<file path="src/verilog/csr_pkg.sv">
`default_nettype none

////////////////////////////////////////
// AXI4-Lite register interface
////////////////////////////////////////
package csr_pkg;

	localparam int ADDR_W = 4;
	localparam int DATA_W = 32;

	typedef logic [ADDR_W-1:0]   addr_t;
	typedef logic [DATA_W-1:0]   data_t;
	typedef logic [DATA_W/8-1:0] strb_t;
	typedef logic [1:0]          resp_t;

	localparam resp_t RESP_OKAY = 2'b00;

	// Byte offsets of the window registers
	localparam addr_t REG_LEFT   = 4'h0;
	localparam addr_t REG_TOP    = 4'h4;
	localparam addr_t REG_WIDTH  = 4'h8;
	localparam addr_t REG_HEIGHT = 4'hC;

	typedef struct packed {
		logic  awvalid;
		addr_t awaddr;
		logic  wvalid;
		data_t wdata;
		strb_t wstrb;
		logic  bready;
		logic  arvalid;
		addr_t araddr;
		logic  rready;
	} axil_req_t;

	typedef struct packed {
		logic  awready;
		logic  wready;
		logic  bvalid;
		resp_t bresp;
		logic  arready;
		logic  rvalid;
		data_t rdata;
		resp_t rresp;
	} axil_rsp_t;

endpackage

`default_nettype wire

</file>
<file path="src/verilog/video_pkg.sv">
`default_nettype none

////////////////////////////////////////
// Pixel and image geometry types
////////////////////////////////////////
package video_pkg;

	localparam int PIXEL_W   = 8;
	localparam int IMG_WBITS = 12;
	localparam int IMG_HBITS = 12;

	typedef logic [PIXEL_W-1:0]   pixel_t;
	typedef logic [IMG_WBITS-1:0] col_t;
	typedef logic [IMG_HBITS-1:0] row_t;

	// Crop window, in frame coordinates
	typedef struct packed {
		col_t left;
		row_t top;
		col_t width;
		row_t height;
	} win_cfg_t;

	// One beat of the video stream, user is start of frame, last is end of line
	typedef struct packed {
		pixel_t data;
		logic   user;
		logic   last;
	} pix_beat_t;

endpackage

`default_nettype wire
</file>
<file path="src/verilog/video_crop_top.sv">
`default_nettype none
`timescale 1ns/1ps

module video_crop_top (
	input  wire                   clk,
	input  wire                   resetn,

	// Register bus
	input  csr_pkg::axil_req_t    axil_req,
	output csr_pkg::axil_rsp_t    axil_rsp,

	// Video in
	input  wire                   s_valid,
	input  video_pkg::pix_beat_t  s_beat,
	output logic                  s_ready,

	// Cropped video out
	output logic                  m_valid,
	output video_pkg::pix_beat_t  m_beat,
	input  wire                   m_ready
);

	video_pkg::win_cfg_t win_cfg;

	window_csr u_csr (
		.clk      (clk),
		.resetn   (resetn),
		.axil_req (axil_req),
		.axil_rsp (axil_rsp),
		.win_cfg  (win_cfg)
	);

	axis_window u_window (
		.clk     (clk),
		.resetn  (resetn),
		.win_cfg (win_cfg),
		.s_valid (s_valid),
		.s_beat  (s_beat),
		.s_ready (s_ready),
		.m_valid (m_valid),
		.m_beat  (m_beat),
		.m_ready (m_ready)
	);

endmodule

`default_nettype wire

</file>
<file path="src/verilog/axis_window.sv">
`default_nettype none
`timescale 1ns/1ps

module axis_window (
	input  wire                   clk,
	input  wire                   resetn,
	input  video_pkg::win_cfg_t   win_cfg,
	input  wire                   s_valid,
	input  video_pkg::pix_beat_t  s_beat,
	output logic                  s_ready,
	output logic                  m_valid,
	output video_pkg::pix_beat_t  m_beat,
	input  wire                   m_ready
);

	typedef enum logic [1:0] {ST_IDLE, ST_GAP, ST_STREAM} state_t;

	state_t               state;
	video_pkg::pix_beat_t hold;
	logic                 hold_valid;
	logic                 hold_ready;
	logic                 hold_next;
	logic                 s_next;
	logic                 row_upd;
	logic                 fsync;
	logic                 lsync;
	video_pkg::col_t      col_idx;
	video_pkg::col_t      col_idx_next;
	video_pkg::row_t      row_idx;
	video_pkg::row_t      row_idx_next;
	logic                 need;
	logic                 sof;
	logic                 eol;

	// Held pixel leaves when sent or when outside the window
	assign hold_ready = !need || m_ready;
	assign hold_next  = hold_valid && hold_ready;
	assign s_next     = s_valid && s_ready;
	assign s_ready    = (state == ST_STREAM) && (!hold_valid || (hold_ready && !hold.last));

	assign lsync = (state == ST_GAP);
	assign fsync = lsync && s_beat.user;

	////////////////////////////////////////
	// Line sequencing
	////////////////////////////////////////
	always_ff @(posedge clk) begin
		if (!resetn) begin
			state   <= ST_IDLE;
			row_upd <= 1'b0;
		end else begin
			row_upd <= lsync;
			case (state)
				ST_IDLE:   if (s_valid) state <= ST_GAP;
				ST_GAP:    state <= ST_STREAM;
				ST_STREAM: if (hold_next && hold.last) state <= ST_IDLE;
				default:   state <= ST_IDLE;
			endcase
		end
	end

	always_ff @(posedge clk) begin
		if (!resetn)
			hold_valid <= 1'b0;
		else if (s_next)
			hold_valid <= 1'b1;
		else if (hold_next)
			hold_valid <= 1'b0;
	end

	always_ff @(posedge clk) begin
		if (s_next)
			hold <= s_beat;
	end

	// col_idx tracks the held pixel, col_idx_next the one still to come
	always_ff @(posedge clk) begin
		if (!resetn) begin
			col_idx      <= '0;
			col_idx_next <= '0;
		end else if (lsync) begin
			col_idx_next <= '0;
		end else if (s_next) begin
			col_idx      <= col_idx_next;
			col_idx_next <= col_idx_next + video_pkg::col_t'(1);
		end
	end

	// Row steps in the first stream cycle, before the first capture lands
	always_ff @(posedge clk) begin
		if (!resetn) begin
			row_idx      <= '0;
			row_idx_next <= '0;
		end else if (fsync) begin
			row_idx_next <= '0;
		end else if (row_upd) begin
			row_idx      <= row_idx_next;
			row_idx_next <= row_idx_next + video_pkg::row_t'(1);
		end
	end

	window_shifter u_shifter (
		.clk          (clk),
		.resetn       (resetn),
		.fsync        (fsync),
		.lsync        (lsync),
		.col_idx      (col_idx),
		.col_idx_next (col_idx_next),
		.col_update   (s_next),
		.row_idx      (row_idx),
		.row_idx_next (row_idx_next),
		.row_update   (row_upd),
		.win_cfg      (win_cfg),
		.need         (need),
		.sof          (sof),
		.eol          (eol)
	);

	assign m_valid = hold_valid && need;

	always_comb begin
		m_beat.data = hold.data;
		m_beat.user = sof;
		m_beat.last = eol;
	end

endmodule

`default_nettype wire

</file>
<file path="src/verilog/window_shifter.sv">
`default_nettype none
`timescale 1ns/1ps

module window_shifter (
	input  wire                 clk,
	input  wire                 resetn,
	input  wire                 fsync,
	input  wire                 lsync,
	input  video_pkg::col_t     col_idx,
	input  video_pkg::col_t     col_idx_next,
	input  wire                 col_update,
	input  video_pkg::row_t     row_idx,
	input  video_pkg::row_t     row_idx_next,
	input  wire                 row_update,
	input  video_pkg::win_cfg_t win_cfg,
	output logic                need,
	output logic                sof,
	output logic                eol
);

	video_pkg::win_cfg_t           win_q;
	logic [video_pkg::IMG_WBITS:0] col_end;
	logic [video_pkg::IMG_HBITS:0] row_end;
	video_pkg::col_t               col_last;
	logic                          col_in;
	logic                          row_in;

	// Exclusive window edges, one extra bit so left+width cannot wrap
	assign col_end  = {1'b0, win_q.left} + {1'b0, win_q.width};
	assign row_end  = {1'b0, win_q.top} + {1'b0, win_q.height};
	assign col_last = win_q.left + win_q.width - video_pkg::col_t'(1);

	// Window held for the whole frame
	always_ff @(posedge clk) begin
		if (!resetn)
			win_q <= '0;
		else if (fsync)
			win_q <= win_cfg;
	end

	////////////////////////////////////////
	// Inside flags, follow the index registers
	////////////////////////////////////////
	always_ff @(posedge clk) begin
		if (!resetn) begin
			col_in <= 1'b0;
			row_in <= 1'b0;
		end else begin
			if (lsync)
				col_in <= 1'b0;
			else if (col_update)
				col_in <= (col_idx_next >= win_q.left) && ({1'b0, col_idx_next} < col_end);
			if (fsync)
				row_in <= 1'b0;
			else if (row_update)
				row_in <= (row_idx_next >= win_q.top) && ({1'b0, row_idx_next} < row_end);
		end
	end

	assign need = col_in && row_in;
	assign sof  = need && (col_idx == win_q.left) && (row_idx == win_q.top);
	assign eol  = need && (col_idx == col_last);

endmodule

`default_nettype wire

</file>
<file path="src/verilog/window_csr.sv">
`default_nettype none
`timescale 1ns/1ps

module window_csr (
	input  wire                  clk,
	input  wire                  resetn,
	input  csr_pkg::axil_req_t   axil_req,
	output csr_pkg::axil_rsp_t   axil_rsp,
	output video_pkg::win_cfg_t  win_cfg
);

	typedef enum logic {ST_IDLE, ST_RESP} resp_state_t;

	resp_state_t         wr_state;
	resp_state_t         rd_state;
	video_pkg::win_cfg_t cfg_q;
	csr_pkg::data_t      rdata_q;
	csr_pkg::data_t      wr_word;
	logic                wr_accept;
	logic                rd_accept;

	// Register contents zero-extended to a bus word
	function automatic csr_pkg::data_t reg_word(csr_pkg::addr_t addr, video_pkg::win_cfg_t cfg);
		csr_pkg::data_t word;
		case (addr)
			csr_pkg::REG_LEFT:   word = csr_pkg::data_t'(cfg.left);
			csr_pkg::REG_TOP:    word = csr_pkg::data_t'(cfg.top);
			csr_pkg::REG_WIDTH:  word = csr_pkg::data_t'(cfg.width);
			csr_pkg::REG_HEIGHT: word = csr_pkg::data_t'(cfg.height);
			default:             word = '0;
		endcase
		return word;
	endfunction

	function automatic csr_pkg::data_t merge_lanes(csr_pkg::data_t cur, csr_pkg::data_t wdata,
			csr_pkg::strb_t strb);
		csr_pkg::data_t res;
		res = cur;
		for (int i = 0; i < csr_pkg::DATA_W / 8; i++) begin
			if (strb[i])
				res[8*i +: 8] = wdata[8*i +: 8];
		end
		return res;
	endfunction

	// Address and data are taken in the same cycle
	assign wr_accept = axil_req.awvalid && axil_req.wvalid && (wr_state == ST_IDLE);
	assign rd_accept = axil_req.arvalid && (rd_state == ST_IDLE);
	assign wr_word   = merge_lanes(reg_word(axil_req.awaddr, cfg_q), axil_req.wdata,
			axil_req.wstrb);

	always_ff @(posedge clk) begin
		if (!resetn) begin
			wr_state <= ST_IDLE;
			rd_state <= ST_IDLE;
		end else begin
			if (wr_state == ST_IDLE && wr_accept)
				wr_state <= ST_RESP;
			else if (wr_state == ST_RESP && axil_req.bready)
				wr_state <= ST_IDLE;
			if (rd_state == ST_IDLE && rd_accept)
				rd_state <= ST_RESP;
			else if (rd_state == ST_RESP && axil_req.rready)
				rd_state <= ST_IDLE;
		end
	end

	// Full frame window out of reset
	always_ff @(posedge clk) begin
		if (!resetn) begin
			cfg_q.left   <= '0;
			cfg_q.top    <= '0;
			cfg_q.width  <= '1;
			cfg_q.height <= '1;
		end else if (wr_accept) begin
			case (axil_req.awaddr)
				csr_pkg::REG_LEFT:   cfg_q.left   <= wr_word[video_pkg::IMG_WBITS-1:0];
				csr_pkg::REG_TOP:    cfg_q.top    <= wr_word[video_pkg::IMG_HBITS-1:0];
				csr_pkg::REG_WIDTH:  cfg_q.width  <= wr_word[video_pkg::IMG_WBITS-1:0];
				csr_pkg::REG_HEIGHT: cfg_q.height <= wr_word[video_pkg::IMG_HBITS-1:0];
				default:             cfg_q        <= cfg_q;
			endcase
		end
	end

	always_ff @(posedge clk) begin
		if (rd_accept)
			rdata_q <= reg_word(axil_req.araddr, cfg_q);
	end

	always_comb begin
		axil_rsp.awready = wr_accept;
		axil_rsp.wready  = wr_accept;
		axil_rsp.bvalid  = (wr_state == ST_RESP);
		axil_rsp.bresp   = csr_pkg::RESP_OKAY;
		axil_rsp.arready = (rd_state == ST_IDLE);
		axil_rsp.rvalid  = (rd_state == ST_RESP);
		axil_rsp.rdata   = rdata_q;
		axil_rsp.rresp   = csr_pkg::RESP_OKAY;
	end

	assign win_cfg = cfg_q;

endmodule

`default_nettype wire

</file>
<file path="config.mk">
export PLATFORM = sky130hd
export DESIGN_NAME = video_crop_top
export DESIGN_NICKNAME = d
export VERILOG_FILES = /design/src/verilog/csr_pkg.sv /design/src/verilog/video_pkg.sv /design/src/verilog/video_crop_top.sv /design/src/verilog/axis_window.sv /design/src/verilog/window_shifter.sv /design/src/verilog/window_csr.sv
export SDC_FILE = /design/constraint.sdc
export NUM_CORES = 1
export LEC_CHECK = 0
export BUFFER_PORTS_ARGS = -buffer_cell sky130_fd_sc_hd__buf_2
export CAP_MARGIN = 25
export CORE_MARGIN = 2
export CORE_UTILIZATION = 55
export CTS_CLUSTER_DIAMETER = 40
export DETAILED_ROUTE_END_ITERATION = 10
export PLACE_DENSITY = 0.72
export RECOVER_POWER = 100
export SYNTH_ARGS = -nofsm -noshare
export SYNTH_HDL_FRONTEND = slang
export SYNTH_HIERARCHICAL = 1
export SYNTH_SLANG_ARGS = --single-unit
export TNS_END_PERCENT = 50
</file>
<file path="constraint.sdc">
create_clock -name clk -period 4.4 [get_ports clk]
set_input_delay 0.66 -clock clk [delete_from_list [all_inputs] [get_ports clk]]
set_output_delay 0.66 -clock clk [all_outputs]
set_load 0.03 [all_outputs]
</file>
Word level (Yosys, flattened, before mapping). Index checks and enable logic that the tools add are counted.

Output and inout port bits: 53. Logic and storage cells: 103. Flip-flop bits (word level): 193. Bits of input ports: 63.

Add/sub/neg operators: 6. Muxes and demuxes: 13. Bitwise operators: 5. Reduce and logical (&&, ||, !) cells: 40. Equality and inequality tests: 13. Magnitude comparators: 4.

Operators with widths (number): case mux 12 bit (4 select lines) (1); == test 12 bit (3); case mux 12 bit (3 select lines) (1); adder 12 x 12 -> 13 bit (2); less-than comparator 12 x 13 -> 1 bit (2); adder 12 x 1 -> 12 bit, second input constant (2); greater-or-equal comparator 12 bit (2); logical AND 1 bit (20); == test 4 bit, second input constant (4); AND reduction 2 bit (7); adder 12 bit (1); subtractor 12 x 1 -> 12 bit, second input constant (1); == test 4 x 3 -> 1 bit, second input constant (2); logical NOT 4 bit (2); 2-to-1 mux 8 bit (1); 2-to-1 mux 1 bit (6); case mux 2 bit (3 select lines) (1); nonzero test 2 bit (3); NOT 1 bit (5); 2-to-1 mux 2 bit (2); 2-to-1 mux 4 bit (1); inequality test 2 bit, second input constant (2); OR reduction 2 bit (2); logical NOT 1 bit (3); 4 further kinds (5).

Longest topological paths before layout. Gate-level depths: netlist of run 1.

Word-level depth: 8. Depth in mapped cells: 15. Mapped depth without buffers: 15.

Cells and area by module. The synthesis of run 1 kept the hierarchy.

By module, submodules not included: window_shifter (area each 5004.8 µm², cells an instance 583, times used 1, sequential area each 1001.0 µm²); window_csr (area each 3314.4 µm², cells an instance 331, times used 1, sequential area each 1361.3 µm²); axis_window (area each 2539.9 µm², cells an instance 274, times used 1, sequential area each 1311.3 µm²).

Least setup slack after synthesis of run 1. Ideal clock, no wire load.

Path type: flip-flop to output port. From: reg u_window/u_shifter/win_q[37] (netlist bit). To: out m_beat[0] (netlist bit). Cell stages (with the launch flop): 14. Path slack: 1140 ps. Arrival: 2600 ps. Required time: 3740 ps. Buffers on the path: 1. Path through: dfxtp_1 inv_1 ha_1 inv_1 ha_1 inv_1 fa_1 nor2b_1 o21ai_0 nand3_1 or3b_1 nor4b_2 and3_1 buf_4.

Longest elaborated chain between the ends: 4.

Ends and longest elaborated chain: start, declared (RTL line window_shifter.sv:21) `video_pkg::win_cfg_t win_q;`; start signal, assigned (RTL line window_shifter.sv:38) `win_q <= win_cfg;`; adder 12 bit (RTL line window_shifter.sv:31) `assign col_last = win_q.left + win_q.width - video_pkg::col_t'(1);`; subtractor 12 x 1 -> 12 bit (RTL line window_shifter.sv:31); == test 12 bit (RTL line window_shifter.sv:62) `assign eol = need && (col_idx == col_last);`; logical AND 1 bit (RTL line window_shifter.sv:62); end, declared (RTL line video_crop_top.sv:19) `output video_pkg::pix_beat_t m_beat,`.

No other way between the ends.

Worst setup path after layout of run 1.
From: in axil_req[47] (netlist bit). To: reg u_csr.cfg_q, in the netlist u_csr/win_cfg[40].

Longest elaborated chain between the ends: 3. Elaborated cells between the ends (all ways): 7. Those cells by class: eq/ne: 3; mux: 2; reduce/logical: 2.

Ends and longest elaborated chain: start, declared (RTL line video_crop_top.sv:9) `input csr_pkg::axil_req_t axil_req,`; == test 4 bit or == test 4 x 3 -> 1 bit (tied branches) (RTL line window_csr.sv:25) `case (addr)`; case mux 12 bit (3 select lines) (RTL line window_csr.sv:25); 2-to-1 mux 8 bit (RTL line window_csr.sv:40) `if (strb[i])`; end signal, assigned (RTL line window_csr.sv:81) `default: cfg_q <= cfg_q;`; end, declared (RTL line window_csr.sv:16) `video_pkg::win_cfg_t cfg_q;`.

Several ways; a longest one is shown, not always the timed one. A chain may end at the register's enable or synchronous reset.

==> results of run 1 <==
-- final timing paths --
kind | end | slack, ns | cells past startpoint
worst min register to register | u_window/row_idx[8] | 0.48 | 2
worst max-delay path | u_csr/win_cfg[40] | 0.31 | 5
worst max register to register | u_window/u_shifter/col_in | 1.10 | 13
worst min-delay path | u_window/m_beat[2] | 0.39 | 1
-- flip-flops by register name, indices dropped and copies added, names as in the netlist --
name and cells:
u_window/u_shifter/col_in 1, u_window/hold 1, u_window/col_idx 12, u_window/m_beat 8, u_window/hold_valid 1, u_window/row_upd 1, u_window/u_shifter/row_in 1, u_window/row_idx 12
u_csr/rdata_q 12, u_csr/rd_state 1, u_window/row_idx_next 12, u_window/state 2, u_window/u_shifter/win_q 48, u_window/col_idx_next 12, u_csr/wr_state 1, u_csr/win_cfg 48
-- power by group --
group | leakage [nW] | switching [W] | internal (W) | total (W)
Combinational | 2.88 | 0.000270 | 0.000163 | 0.000433
Sequential | 1.43 | 0.0000257 | 0.00163 | 0.00165
Clock | 0.298 | 0.000712 | 0.000806 | 0.00152
Total | 4.61 | 0.00101 | 0.00260 | 0.00360
-- final cells by class --
cell class                      count  share of cell area (%)
Tap cell                          265                    2.84
Multi-Input combinational cell    864                    54.6
Clock buffer                       19                    3.97
Timing Repair Buffer               84                    3.34
Sequential cell                   173                    31.4
Clock inverter                     13                    1.20
Inverter                           82                    2.63
-- synth_stat cells (all sizes together) (6+ instances only) --
cell and n:
a21bo 7, a21boi 31, a21o 12, a21oi 57
a221o 12, a221oi 9, a22o 13, a31oi 28
and3 7, buf 63, clkbuf 29, dfxtp 152
edfxtp 21, ha 93, inv 82, mux2i 51
nand2 77, nand2b 8, nand3 35, nand3b 10
nand4 16, nor2 30, nor2b 57, nor3 10
nor4 8, o211a 6, o21a 8, o21ai 54
o22a 24, o31ai 22, or3 17, or3b 8
or4 6, xnor2 33, xor2 35
-- kinds of logic after synthesis --
kind of cell               Yosys count  share of synthesized area [%]
AOI/OAI and AO/OA                  307                           20.0
xor gates and xnor gates            68                           5.48
adders and majority gates           96                           11.3
buffers and inverters              174                           8.22
DFF                                173                           33.8
muxes                               52                           4.80
other                                1                         0.0345
and+or+nand+nor                    317                           16.3
-- what timing repair did --
action / 4_1_cts / 5_1_grt
hold endpoints to repair: 0 / 0
resized for setup: 0 / 1
endpoints found under the setup margin: 0 / 1
-- worst reg2reg max path: cells and delay by family, from the launching register on --
| kind | cells | cell delay [ns] |
|---|---|---|
| AO/OA/AOI/OAI | 5 | 1.20 |
| AND/OR/NAND/NOR | 5 | 0.85 |
| adder cells (fa/ha/maj) | 2 | 0.65 |
| flip-flops | 1 | 0.39 |
| buffers and inverters | 1 | 0.10 |
-- layout by cell type, fill, tap and decap left out, types with 24 or more instances in the layout --
cell type / netlist / final
mux2i_1: 51 / 51
nor2_1: 29 / 29
a31oi_1: 28 / 28
a21oi_1: 57 / 57
clkbuf_1: 27 / 38
nand3_1: 35 / 35
o22a_1: 24 / 24
ha_1: 93 / 93
a21boi_0: 30 / 30
xor2_1: 35 / 35
xnor2_1: 33 / 33
o21ai_0: 52 / 51
conb_1: 1 / 24
nand2_1: 77 / 77
buf_2: 13 / 37
dfxtp_1: 152 / 152
inv_1: 82 / 81
nor2b_1: 56 / 56
-- through the flow --
step                      std cells  setup slack [ns]
after global routing           1500            0.0387
after floorplan                1211              1.14
after global placement         1467             0.779
final                          1500             0.313
after CTS                      1499             0.297
after detailed placement       1467             0.807
-- routing by layer --
layer | vias to the layer above | global-route usage, % | wire, um
met4 | 0 | 8.84 | 613
met1 | 4091 | 33.8 | 11600
met5 | - | 0 | 0
met2 | 294 | 42.8 | 12500
met3 | 50 | 4.24 | 1710
li1 | 4302 | - | -
==> flow_summary_export.csv, run 1 <==
group,metric,value,unit
status,status,"finished with violations",
status,violations,"capacitance limit, slew limit",
clock_tree,htree_levels,4,
synth,async_flop_share,0,%
clock_tree,cts_tree,"done",
worst_setup_path,cp.arrival,4.44,ns
synth,synth_edf_count,21,
timing,max_freq,0.245,GHz
clock_tree,ctsHoldBuffers,0,
worst_setup_path,critPathSlowestCell,"nor3_1",
grt,grt_pass1_wl,41.8,mm
worst_setup_path,critPathKind,"input port to register",
cells_and_area,fin_area,11700,um2
placement,placedInstanceArea,11200,um2
worst_setup_path,critPathLaunch,"axil_req[47]",
cells_and_area,diodes,0,
clock_tree,clk_pin_slew,0.07,ns
cells_and_area,multi_input_area,6390,um2
grt,overflow,0,
cells_and_area,ff_latch_area,3670,um2
cells_and_area,layout.nets,1381,
timing,fin_tns_setup,0,ns
die,die_h,145,um
clock_tree,cts_buffers,17,
die,ios,116,
timing,fin_crit,4.09,ns
grt,grt_pass1_vias,8126,
worst_setup_path,cp_max_fo,35,
synth,synth-seq-cells,173,
grt,grt_start_max_net_pins,36,
timing,post-route-period-util,92.9,%
cells_and_area,final_core_utilization,60.3,%
cells_and_area,syn_to_final_growth,7.70,%
placement,gp_congestion,0.877,
die,start_util,56.0,%
worst_setup_path,reg2reg_from,"u_window/u_shifter/win_q[38]",
power_and_ir_drop,power,0.00360,W
worst_setup_path,cp.required,4.75,ns
clock_tree,clk_latency,0.44,ns
hold_path,hp-class,"input port to register",
synth,ys_seq_area_share,33.8,%
power_and_ir_drop,power.density,308,nW/um2
worst_setup_path,worstSetupEndpointType,"register",
cells_and_area,drive_above_1_share,8.58,%
detailed_routing,drtIter0Drc,675,
power_and_ir_drop,ir_drop,0.000256,V
clock_tree,cts_setup_buffers,0,
detailed_routing,viasPerCell,5.82,
timing,finalSetupViolCount,0,
clock_tree,clk_path_buf_depth,2,
detailed_routing,routed_wl,26.5,mm
detailed_routing,first_pass_iters,5,
cells_and_area,fillers,1761,
detailed_routing,num_vias,8737,
die,core_area,19400,um2
die,die_w,145,um
worst_setup_path,start_kind,"input port",
job,max_cap_violations,1,
timing,drv_slew,25,
detailed_routing,drc_errors,0,
detailed_routing,ant_nets,0,
worst_setup_path,crit_path_cell_trace,"clkbuf_2 -> or2_0 -> nor3_1 -> o21ai_0 -> a31oi_1",
synth,netlist_instances,1188,
timing,tightest_slew,2.49,ns
placement,io_buffers,69,
timing,skew,0.0135,ns
timing,hold_viol,0,
power_and_ir_drop,leakage,4.61,nW
die,dieArea,20900,um2
timing,grt_setup_unrepaired,"no",
synth,synth_area_leaders,"dfxtp_1, ha_1, edfxtp_1",
worst_setup_path,slowest_delay,2.02,ns
synth,synth_ff_type,"dfxtp_1",
synth,netlist_area,10900,um2
hold_path,hold_start,"s_beat[2]",
worst_setup_path,cp_top_family,"simple AND/OR/NAND/NOR gates",
clock_tree,clock_sinks,173,
die,rows,51,
placement,hpwl,19.3,mm
grt,antenna_found_initial,0,
grt,track_usage,25.7,%
detailed_routing,wl_per_cell,17.7,um
synth,ys.warnings.count,6,
timing,hold_ws,0.395,ns
worst_setup_path,cp_num_buf_inv,1,
timing,maxSlewHeadroom,-67.0,%
synth,postSynthAreaPerCell,9.14,um2
synth,synth_top_area_share,28.0,%
synth,yosysUniqueCellTypes,79,
synth,synth_largest_area_cell,"dfxtp_1",
clock_tree,cts_root_buffer,"clkbuf_16",
No activity file was read; power rests on OpenSTA's default activity.
==> run 2, diff against run 1 <==
--- a/config.mk
+++ b/config.mk
@@ -8,10 +8,10 @@
 export BUFFER_PORTS_ARGS = -buffer_cell sky130_fd_sc_hd__buf_2
 export CAP_MARGIN = 25
 export CORE_MARGIN = 2
-export CORE_UTILIZATION = 55
+export CORE_UTILIZATION = 50
 export CTS_CLUSTER_DIAMETER = 40
 export DETAILED_ROUTE_END_ITERATION = 10
-export PLACE_DENSITY = 0.72
+export PLACE_DENSITY = 0.67
 export RECOVER_POWER = 100
 export SYNTH_ARGS = -nofsm -noshare
 export SYNTH_HDL_FRONTEND = slang
==> flow_summary_export.csv, run 2 (synthesis results as in run 1) <==
group,metric,value,unit
status,status,"finished with violations",
status,violations,"capacitance limit, slew limit",
cells_and_area,fin_area,11600,um2
clock_tree,cts_setup_buffers,0,
timing,fin_crit,4.09,ns
hold_path,hp-class,"input port to register",
worst_setup_path,worstSetupEndpointType,"primary output",
die,dieArea,22900,um2
timing,drv_slew,151,
clock_tree,cts_buffers,17,
worst_setup_path,critPathSlowestCell,"fa_1",
timing,finalSetupViolCount,0,
cells_and_area,drive_above_1_share,8.20,%
worst_setup_path,crit_top_cell,"inv_1",
placement,placedCellCount,1475,
cells_and_area,syn_to_final_growth,7.28,%
detailed_routing,viasPerCell,5.80,
cells_and_area,layout.nets,1378,
placement,io_buffers,69,
cells_and_area,final_cell_mix,"dfxtp_1, ha_1, inv_1",
grt,grt_start_max_net_pins,80,
timing,maxSlewHeadroom,-85.2,%
timing,tightest_slew,2.78,ns
worst_setup_path,cp_num_buf_inv,4,
grt,overflow,0,
die,core_area,21200,um2
job,max_cap_violations,5,
clock_tree,clock_sinks,173,
die,die_h,151,um
clock_tree,ctsHoldBuffers,0,
timing,fin_tns_setup,0,ns
worst_setup_path,cp.required,3.74,ns
timing,skew,0.0121,ns
detailed_routing,drc_errors,0,
hold_path,hold_start,"s_beat[4]",
detailed_routing,ant_nets,0,
worst_setup_path,critPathKind,"register to primary output",
worst_setup_path,rrSetupSlack,1.10,ns
clock_tree,clk_path_buf_depth,2,
cells_and_area,final_common_cell,"dfxtp_1",
placement,gp_congestion,0.868,
die,start_util,51.3,%
detailed_routing,num_vias,8740,
power_and_ir_drop,power,0.00354,W
die,rows,53,
power_and_ir_drop,leakage,4.57,nW
worst_setup_path,reg2regPathDepth,11,
power_and_ir_drop,ir_drop,0.000257,V
die,die_w,151,um
worst_setup_path,r2r-end,"u_window/u_shifter/col_in",
timing,hold_viol,0,
die,ios,116,
worst_setup_path,cp_top_family,"simple AND/OR/NAND/NOR gates",
worst_setup_path,reg2reg_from,"u_window/u_shifter/win_q[38]",
worst_setup_path,slowest_delay,0.42,ns
hold_path,hold_end,"u_window/m_beat[4]",
worst_setup_path,cp.arrival,3.43,ns
clock_tree,cts_root_buffer,"clkbuf_16",
cells_and_area,final_core_utilization,55.1,%
clock_tree,cts_tree,"done",
clock_tree,clk_latency,0.44,ns
worst_setup_path,start_kind,"register",
cells_and_area,diodes,0,
detailed_routing,wl_per_cell,17.9,um
placement,hpwl,19.6,mm
detailed_routing,first_pass_iters,7,
timing,grt_setup_unrepaired,"no",
grt,grt_pass1_wl,42.8,mm
clock_tree,ctsResizeCount,0,
detailed_routing,routed_wl,27.0,mm
worst_setup_path,cp_max_fo,4,
grt,antenna_found_initial,0,
detailed_routing,drtIter0Drc,623,
grt,track_usage,24.1,%
grt,grt_pass1_vias,8053,
clock_tree,clk_pin_slew,0.07,ns
cells_and_area,instances_no_fill,1507,
hold_path,holdPathStages,1,
timing,max_freq,0.245,GHz
power_and_ir_drop,power.density,304,nW/um2
worst_setup_path,crit_path_cell_trace,"inv_1 -> ha_1 -> inv_1 -> ha_1 -> inv_1 -> fa_1 -> nor2b_1 -> o21ai_0 -> nand3_1 -> or3b_1 -> nor4b_2 -> and3_1 -> clkbuf_2",
clock_tree,htree_levels,4,
timing,post-route-period-util,92.9,%
placement,placedInstanceArea,11200,um2
==> run 2: cell types whose count changed in the layout (fill, tap and decap cells not counted), sizes merged <==
| cell | change |
|---|---|
| buf | -2 |
| clkinv | -2 |
| clkinvlp | +2 |
| clkbuf | -1 |
==> run 2: per-stage QoR <==
stage | hold slack (ns) | setup WS (ns)
global placement | 0.464 | 0.757
CTS | 0.373 | 0.245
finish | 0.387 | 0.313
detailed placement | 0.470 | 0.756
floorplan | 0.440 | 1.14
global route | 0.370 | 0.0509
==> run 2: cell type report <==
cell class,count,area [um2]
Clock inverter,13,128
Timing Repair Buffer,81,373
Fill cell,1997,9500
Sequential cell,173,3670
Multi-Input combinational cell,864,6390
Clock buffer,19,433
Inverter,82,308
Tap cell,275,344
==> run 2: power by group <==
part           internal, W  total (W)  switching (W)
clock network     0.000748    0.00145       0.000701
logic             0.000164   0.000436       0.000271
registers          0.00163    0.00166      0.0000284
==> run 2: layer usage <==
metal | wire [um] | vias to the layer above | GRT usage, % | share of wire (%)
met5 | 0 | - | 0 | 0
met4 | 431 | 0 | 6.03 | 1.6
met3 | 1360 | 37 | 3.92 | 5.0
met2 | 13000 | 246 | 40.4 | 48
met1 | 12200 | 4162 | 32.5 | 45
li1 | - | 4295 | - | -
==> run 2: worst max path at each step <==
stage	startpoint	end	slack, ns	cells past startpoint
2_1_floorplan	u_window/u_shifter/win_q[37]	m_beat[0]	1.14	13
3_3_place_gp	u_window/u_shifter/win_q[37]	m_beat[0]	0.76	12
3_5_place_dp	u_window/u_shifter/win_q[37]	m_beat[0]	0.76	12
4_1_cts	u_window/u_shifter/win_q[37]	m_beat[0]	0.25	12
5_1_grt	u_window/u_shifter/win_q[37]	m_beat[0]	0.05	13
6_report	u_window/u_shifter/win_q[37]	m_beat[0]	0.31	13
==> run 2: worst reg2reg max path, cell delays in order (launching register included) <==
cell,delay [ns]
dfxtp_1,0.39
inv_1,0.10
ha_1,0.35
nor2b_1,0.17
o31ai_1,0.52
a221oi_1,0.24
or2_2,0.37
ha_1,0.30
nand3_1,0.10
o31ai_1,0.27
nand4_1,0.14
a32o_1,0.23
==> run 3, diff against run 2 <==
--- a/config.mk
+++ b/config.mk
@@ -8,13 +8,12 @@
 export BUFFER_PORTS_ARGS = -buffer_cell sky130_fd_sc_hd__buf_2
 export CAP_MARGIN = 25
 export CORE_MARGIN = 2
-export CORE_UTILIZATION = 50
+export CORE_UTILIZATION = 45
 export CTS_CLUSTER_DIAMETER = 40
 export DETAILED_ROUTE_END_ITERATION = 10
-export PLACE_DENSITY = 0.67
+export PLACE_DENSITY = 0.63
 export RECOVER_POWER = 100
 export SYNTH_ARGS = -nofsm -noshare
 export SYNTH_HDL_FRONTEND = slang
-export SYNTH_HIERARCHICAL = 1
 export SYNTH_SLANG_ARGS = --single-unit
 export TNS_END_PERCENT = 50
==> constraint.sdc (replaced) <==
create_clock -name clk -period 3.4 [get_ports clk]
set_input_delay 0.51 -clock clk [delete_from_list [all_inputs] [get_ports clk]]
set_output_delay 0.51 -clock clk [all_outputs]
set_load 0.03 [all_outputs]
==> flow_summary_export.csv, run 3 <==
group,metric,value,unit
detailed_routing,routed_wl,27.3,mm
detailed_routing,first_pass_iters,5,
timing,post-route-period-util,106,%
power_and_ir_drop,leakage,5.12,nW
synth,synth_area_leaders,"dfxtp_1, ha_1, nand2_1",
timing,tightest_slew,2.33,ns
synth,netlist_instances,1208,
die,start_util,46.0,%
clock_tree,clk_path_buf_depth,2,
power_and_ir_drop,ir_drop,0.000398,V
worst_setup_path,cp.required,2.89,ns
detailed_routing,num_vias,8561,
cells_and_area,diodes,0,
synth,synth_compound_area_share,21.1,%
power_and_ir_drop,power_frac_seq,46.1,%
worst_setup_path,crit_path_cell_trace,"inv_2 -> ha_4 -> inv_2 -> ha_4 -> inv_2 -> fa_2 -> xnor2_1 -> nor4_1 -> nand2_1 -> a2111oi_2 -> nand4_1 -> nor4_2 -> buf_4",
worst_setup_path,rrSetupSlack,0.24,ns
synth,yosys.area_share.adder,11.7,%
worst_setup_path,cp_top_family,"adder cells",
detailed_routing,drtIter0Drc,598,
grt,overflow,0,
power_and_ir_drop,p_sw_share,28.9,%
grt,grt_pass1_vias,8040,
timing,drv_slew,63,
synth,yosysUniqueCellTypes,64,
worst_setup_path,cp.arrival,3.10,ns
synth,synth_largest_area_cell,"dfxtp_1",
cells_and_area,drive_above_1_share,11.7,%
synth,synth_edf_count,21,
synth,yosysMostFrequentCell,"nand2_1",
cells_and_area,syn_to_final_growth,12.1,%
cells_and_area,layout.nets,1432,
die,die_w,157,um
placement,hpwl,20.3,mm
synth,synth-simple-area-share,16.5,%
placement,gp_congestion,0.890,
synth,synth-seq-cells,173,
timing,max_freq,0.277,GHz
timing,hold_viol,0,
worst_setup_path,start_kind,"register",
grt,grt_start_max_net_pins,68,
timing,setup_ws,-0.214,ns
worst_setup_path,critPathSlowestCell,"fa_2",
clock_tree,clk_latency,0.45,ns
hold_path,hp-class,"input port to register",
grt,grtUsageMet2,36.9,%
worst_setup_path,cp_max_fo,2,
synth,netlist_area,10500,um2
synth,ys.warnings.count,0,
die,dieArea,24500,um2
detailed_routing,wl_per_cell,17.1,um
synth,ys_top_cells_by_count,"nand2_1, dfxtp_1, ha_1",
grt,track_usage,22.7,%
status,violations,"capacitance limit, slew limit, setup timing",
clock_tree,cts_root_buffer,"clkbuf_16",
power_and_ir_drop,power,0.00464,W
power_and_ir_drop,power.density,395,nW/um2
grt,antenna_found_initial,0,
die,die_h,157,um
synth,synth_top_family_by_area,"compound AO/OA/AOI/OAI gates",
power_and_ir_drop,internal_power,0.00330,W
power_and_ir_drop,p_switching,0.00134,W
synth,synth_top_area_share,29.0,%
worst_setup_path,slowest_delay,0.43,ns
die,ios,116,
timing,grt_setup_unrepaired,"yes",
clock_tree,clock_sinks,173,
grt,grt_pass1_wl,43.3,mm
clock_tree,cts_buffers,17,
grt,use_met1,31.0,%
grt,met3_usage,3.60,%
synth,synth_ff_type,"dfxtp_1",
detailed_routing,drc_errors,0,
synth,synthMuxAreaShare,1.46,%
timing,fin_crit,3.61,ns
worst_setup_path,crit_top_cell,"inv_2",
placement,io_buffers,69,
die,rows,55,
power_and_ir_drop,p_comb_share,12.0,%
status,status,"finished with violations",
synth,synth_xor_area_share,6.85,%
clock_tree,ctsHoldBuffers,0,
power_and_ir_drop,clkPwrFrac,41.9,%
placement,place_ws,-0.0817,ns
synth,postSynthAreaPerCell,8.68,um2
worst_setup_path,cp_num_buf_inv,4,
detailed_routing,ant_nets,0,
detailed_routing,viasPerCell,5.35,
synth,ys_seq_area_share,35.0,%
cells_and_area,final_common_cell,"nand2_1",
timing,finalSetupViolCount,1,
clock_tree,clk_pin_slew,0.07,ns
job,max_cap_violations,1,
die,core_area,22800,um2
synth,async_flop_share,0,%
worst_setup_path,worstSetupEndpointType,"primary output",
grt,busiest_layer,"met2",
timing,skew,0.0176,ns
cells_and_area,final_cell_mix,"nand2_1, dfxtp_1, ha_1",
clock_tree,htree_levels,4,
timing,maxSlewHeadroom,-55.2,%
worst_setup_path,critPathKind,"register to primary output",
clock_tree,cts_tree,"done",
-- run 3: worst paths after layout --
check	cells past startpoint	startpoint	endpoint
setup / recovery	13	u_window.u_shifter.win_q[37]	m_beat[0]
hold / removal	1	s_beat[8]	u_window.m_beat[8]
setup reg to reg	16	u_window.u_shifter.win_q[12]	u_window.u_shifter.col_in
hold reg to reg	1	u_window.state[1]	u_window.state[0]
-- run 3: kinds of logic after synthesis --
kind of cell,count (synthesis)
fa+ha+maj,96
simple gates,392
compound gates,293
xor+xnor,82
other cells,1
buf+inv,157
flops,173
mux,14
-- run 3: worst reg2reg max path: cells and delay by family, from the launching register on --
| kind | cells | cell delay, ns |
|---|---|---|
| AOI/OAI and AO/OA | 7 | 1.21 |
| adders and majority gates | 3 | 0.93 |
| DFF | 1 | 0.35 |
| and+or+nand+nor | 3 | 0.27 |
| buffers and inverters | 2 | 0.22 |
| xor gates and xnor gates | 1 | 0.13 |
-- run 3: area by class of cell --
cell class | instances | area [um2]
clock inverter | 14 | 146
multi-input combinational | 901 | 6220
inverter | 68 | 255
timing repair buffer | 112 | 631
clock buffer | 18 | 429
fill | 2235 | 11000
sequential | 173 | 3680
tap | 313 | 392
-- run 3: per-layer routing --
layer,share of wire [%],up-vias
met2,45,272
li1,-,4292
met1,46,3953
met4,2.3,0
met3,6.0,44
met5,0,-
-- run 3: timing repair --
action / CTS / global route
buffers inserted: 0 / 0
hold endpoints to repair: 0 / 0
setup endpoints to repair: 1 / 2
gates resized for setup: 18 / 6
pin swaps: 4 / 4
-- run 3: metrics by stage --
step                area, um2  util [%]  TNS [ns]  cells  hold WS, ns
finish                  11700      51.6    -0.214   1599        0.248
global route            11700      51.6    -12.04   1599        0.236
CTS                     11800      51.8    -0.288   1599        0.234
detailed placement      11200      49.0   -0.0817   1567        0.452
global placement        11200      49.0  -0.00512   1567        0.431
floorplan               10600         -         0   1231        0.422
-- run 3: power by group through the flow --
stage	clock, W	sequential (W)	combinational (W)
detailed placement	0	0.00219	0.000546
floorplan	0	0.00220	0.000406
finish	0.00194	0.00214	0.000558
global placement	0	0.00219	0.000540
global route	0.00205	0.00214	0.000615
CTS	0.00197	0.00214	0.000561
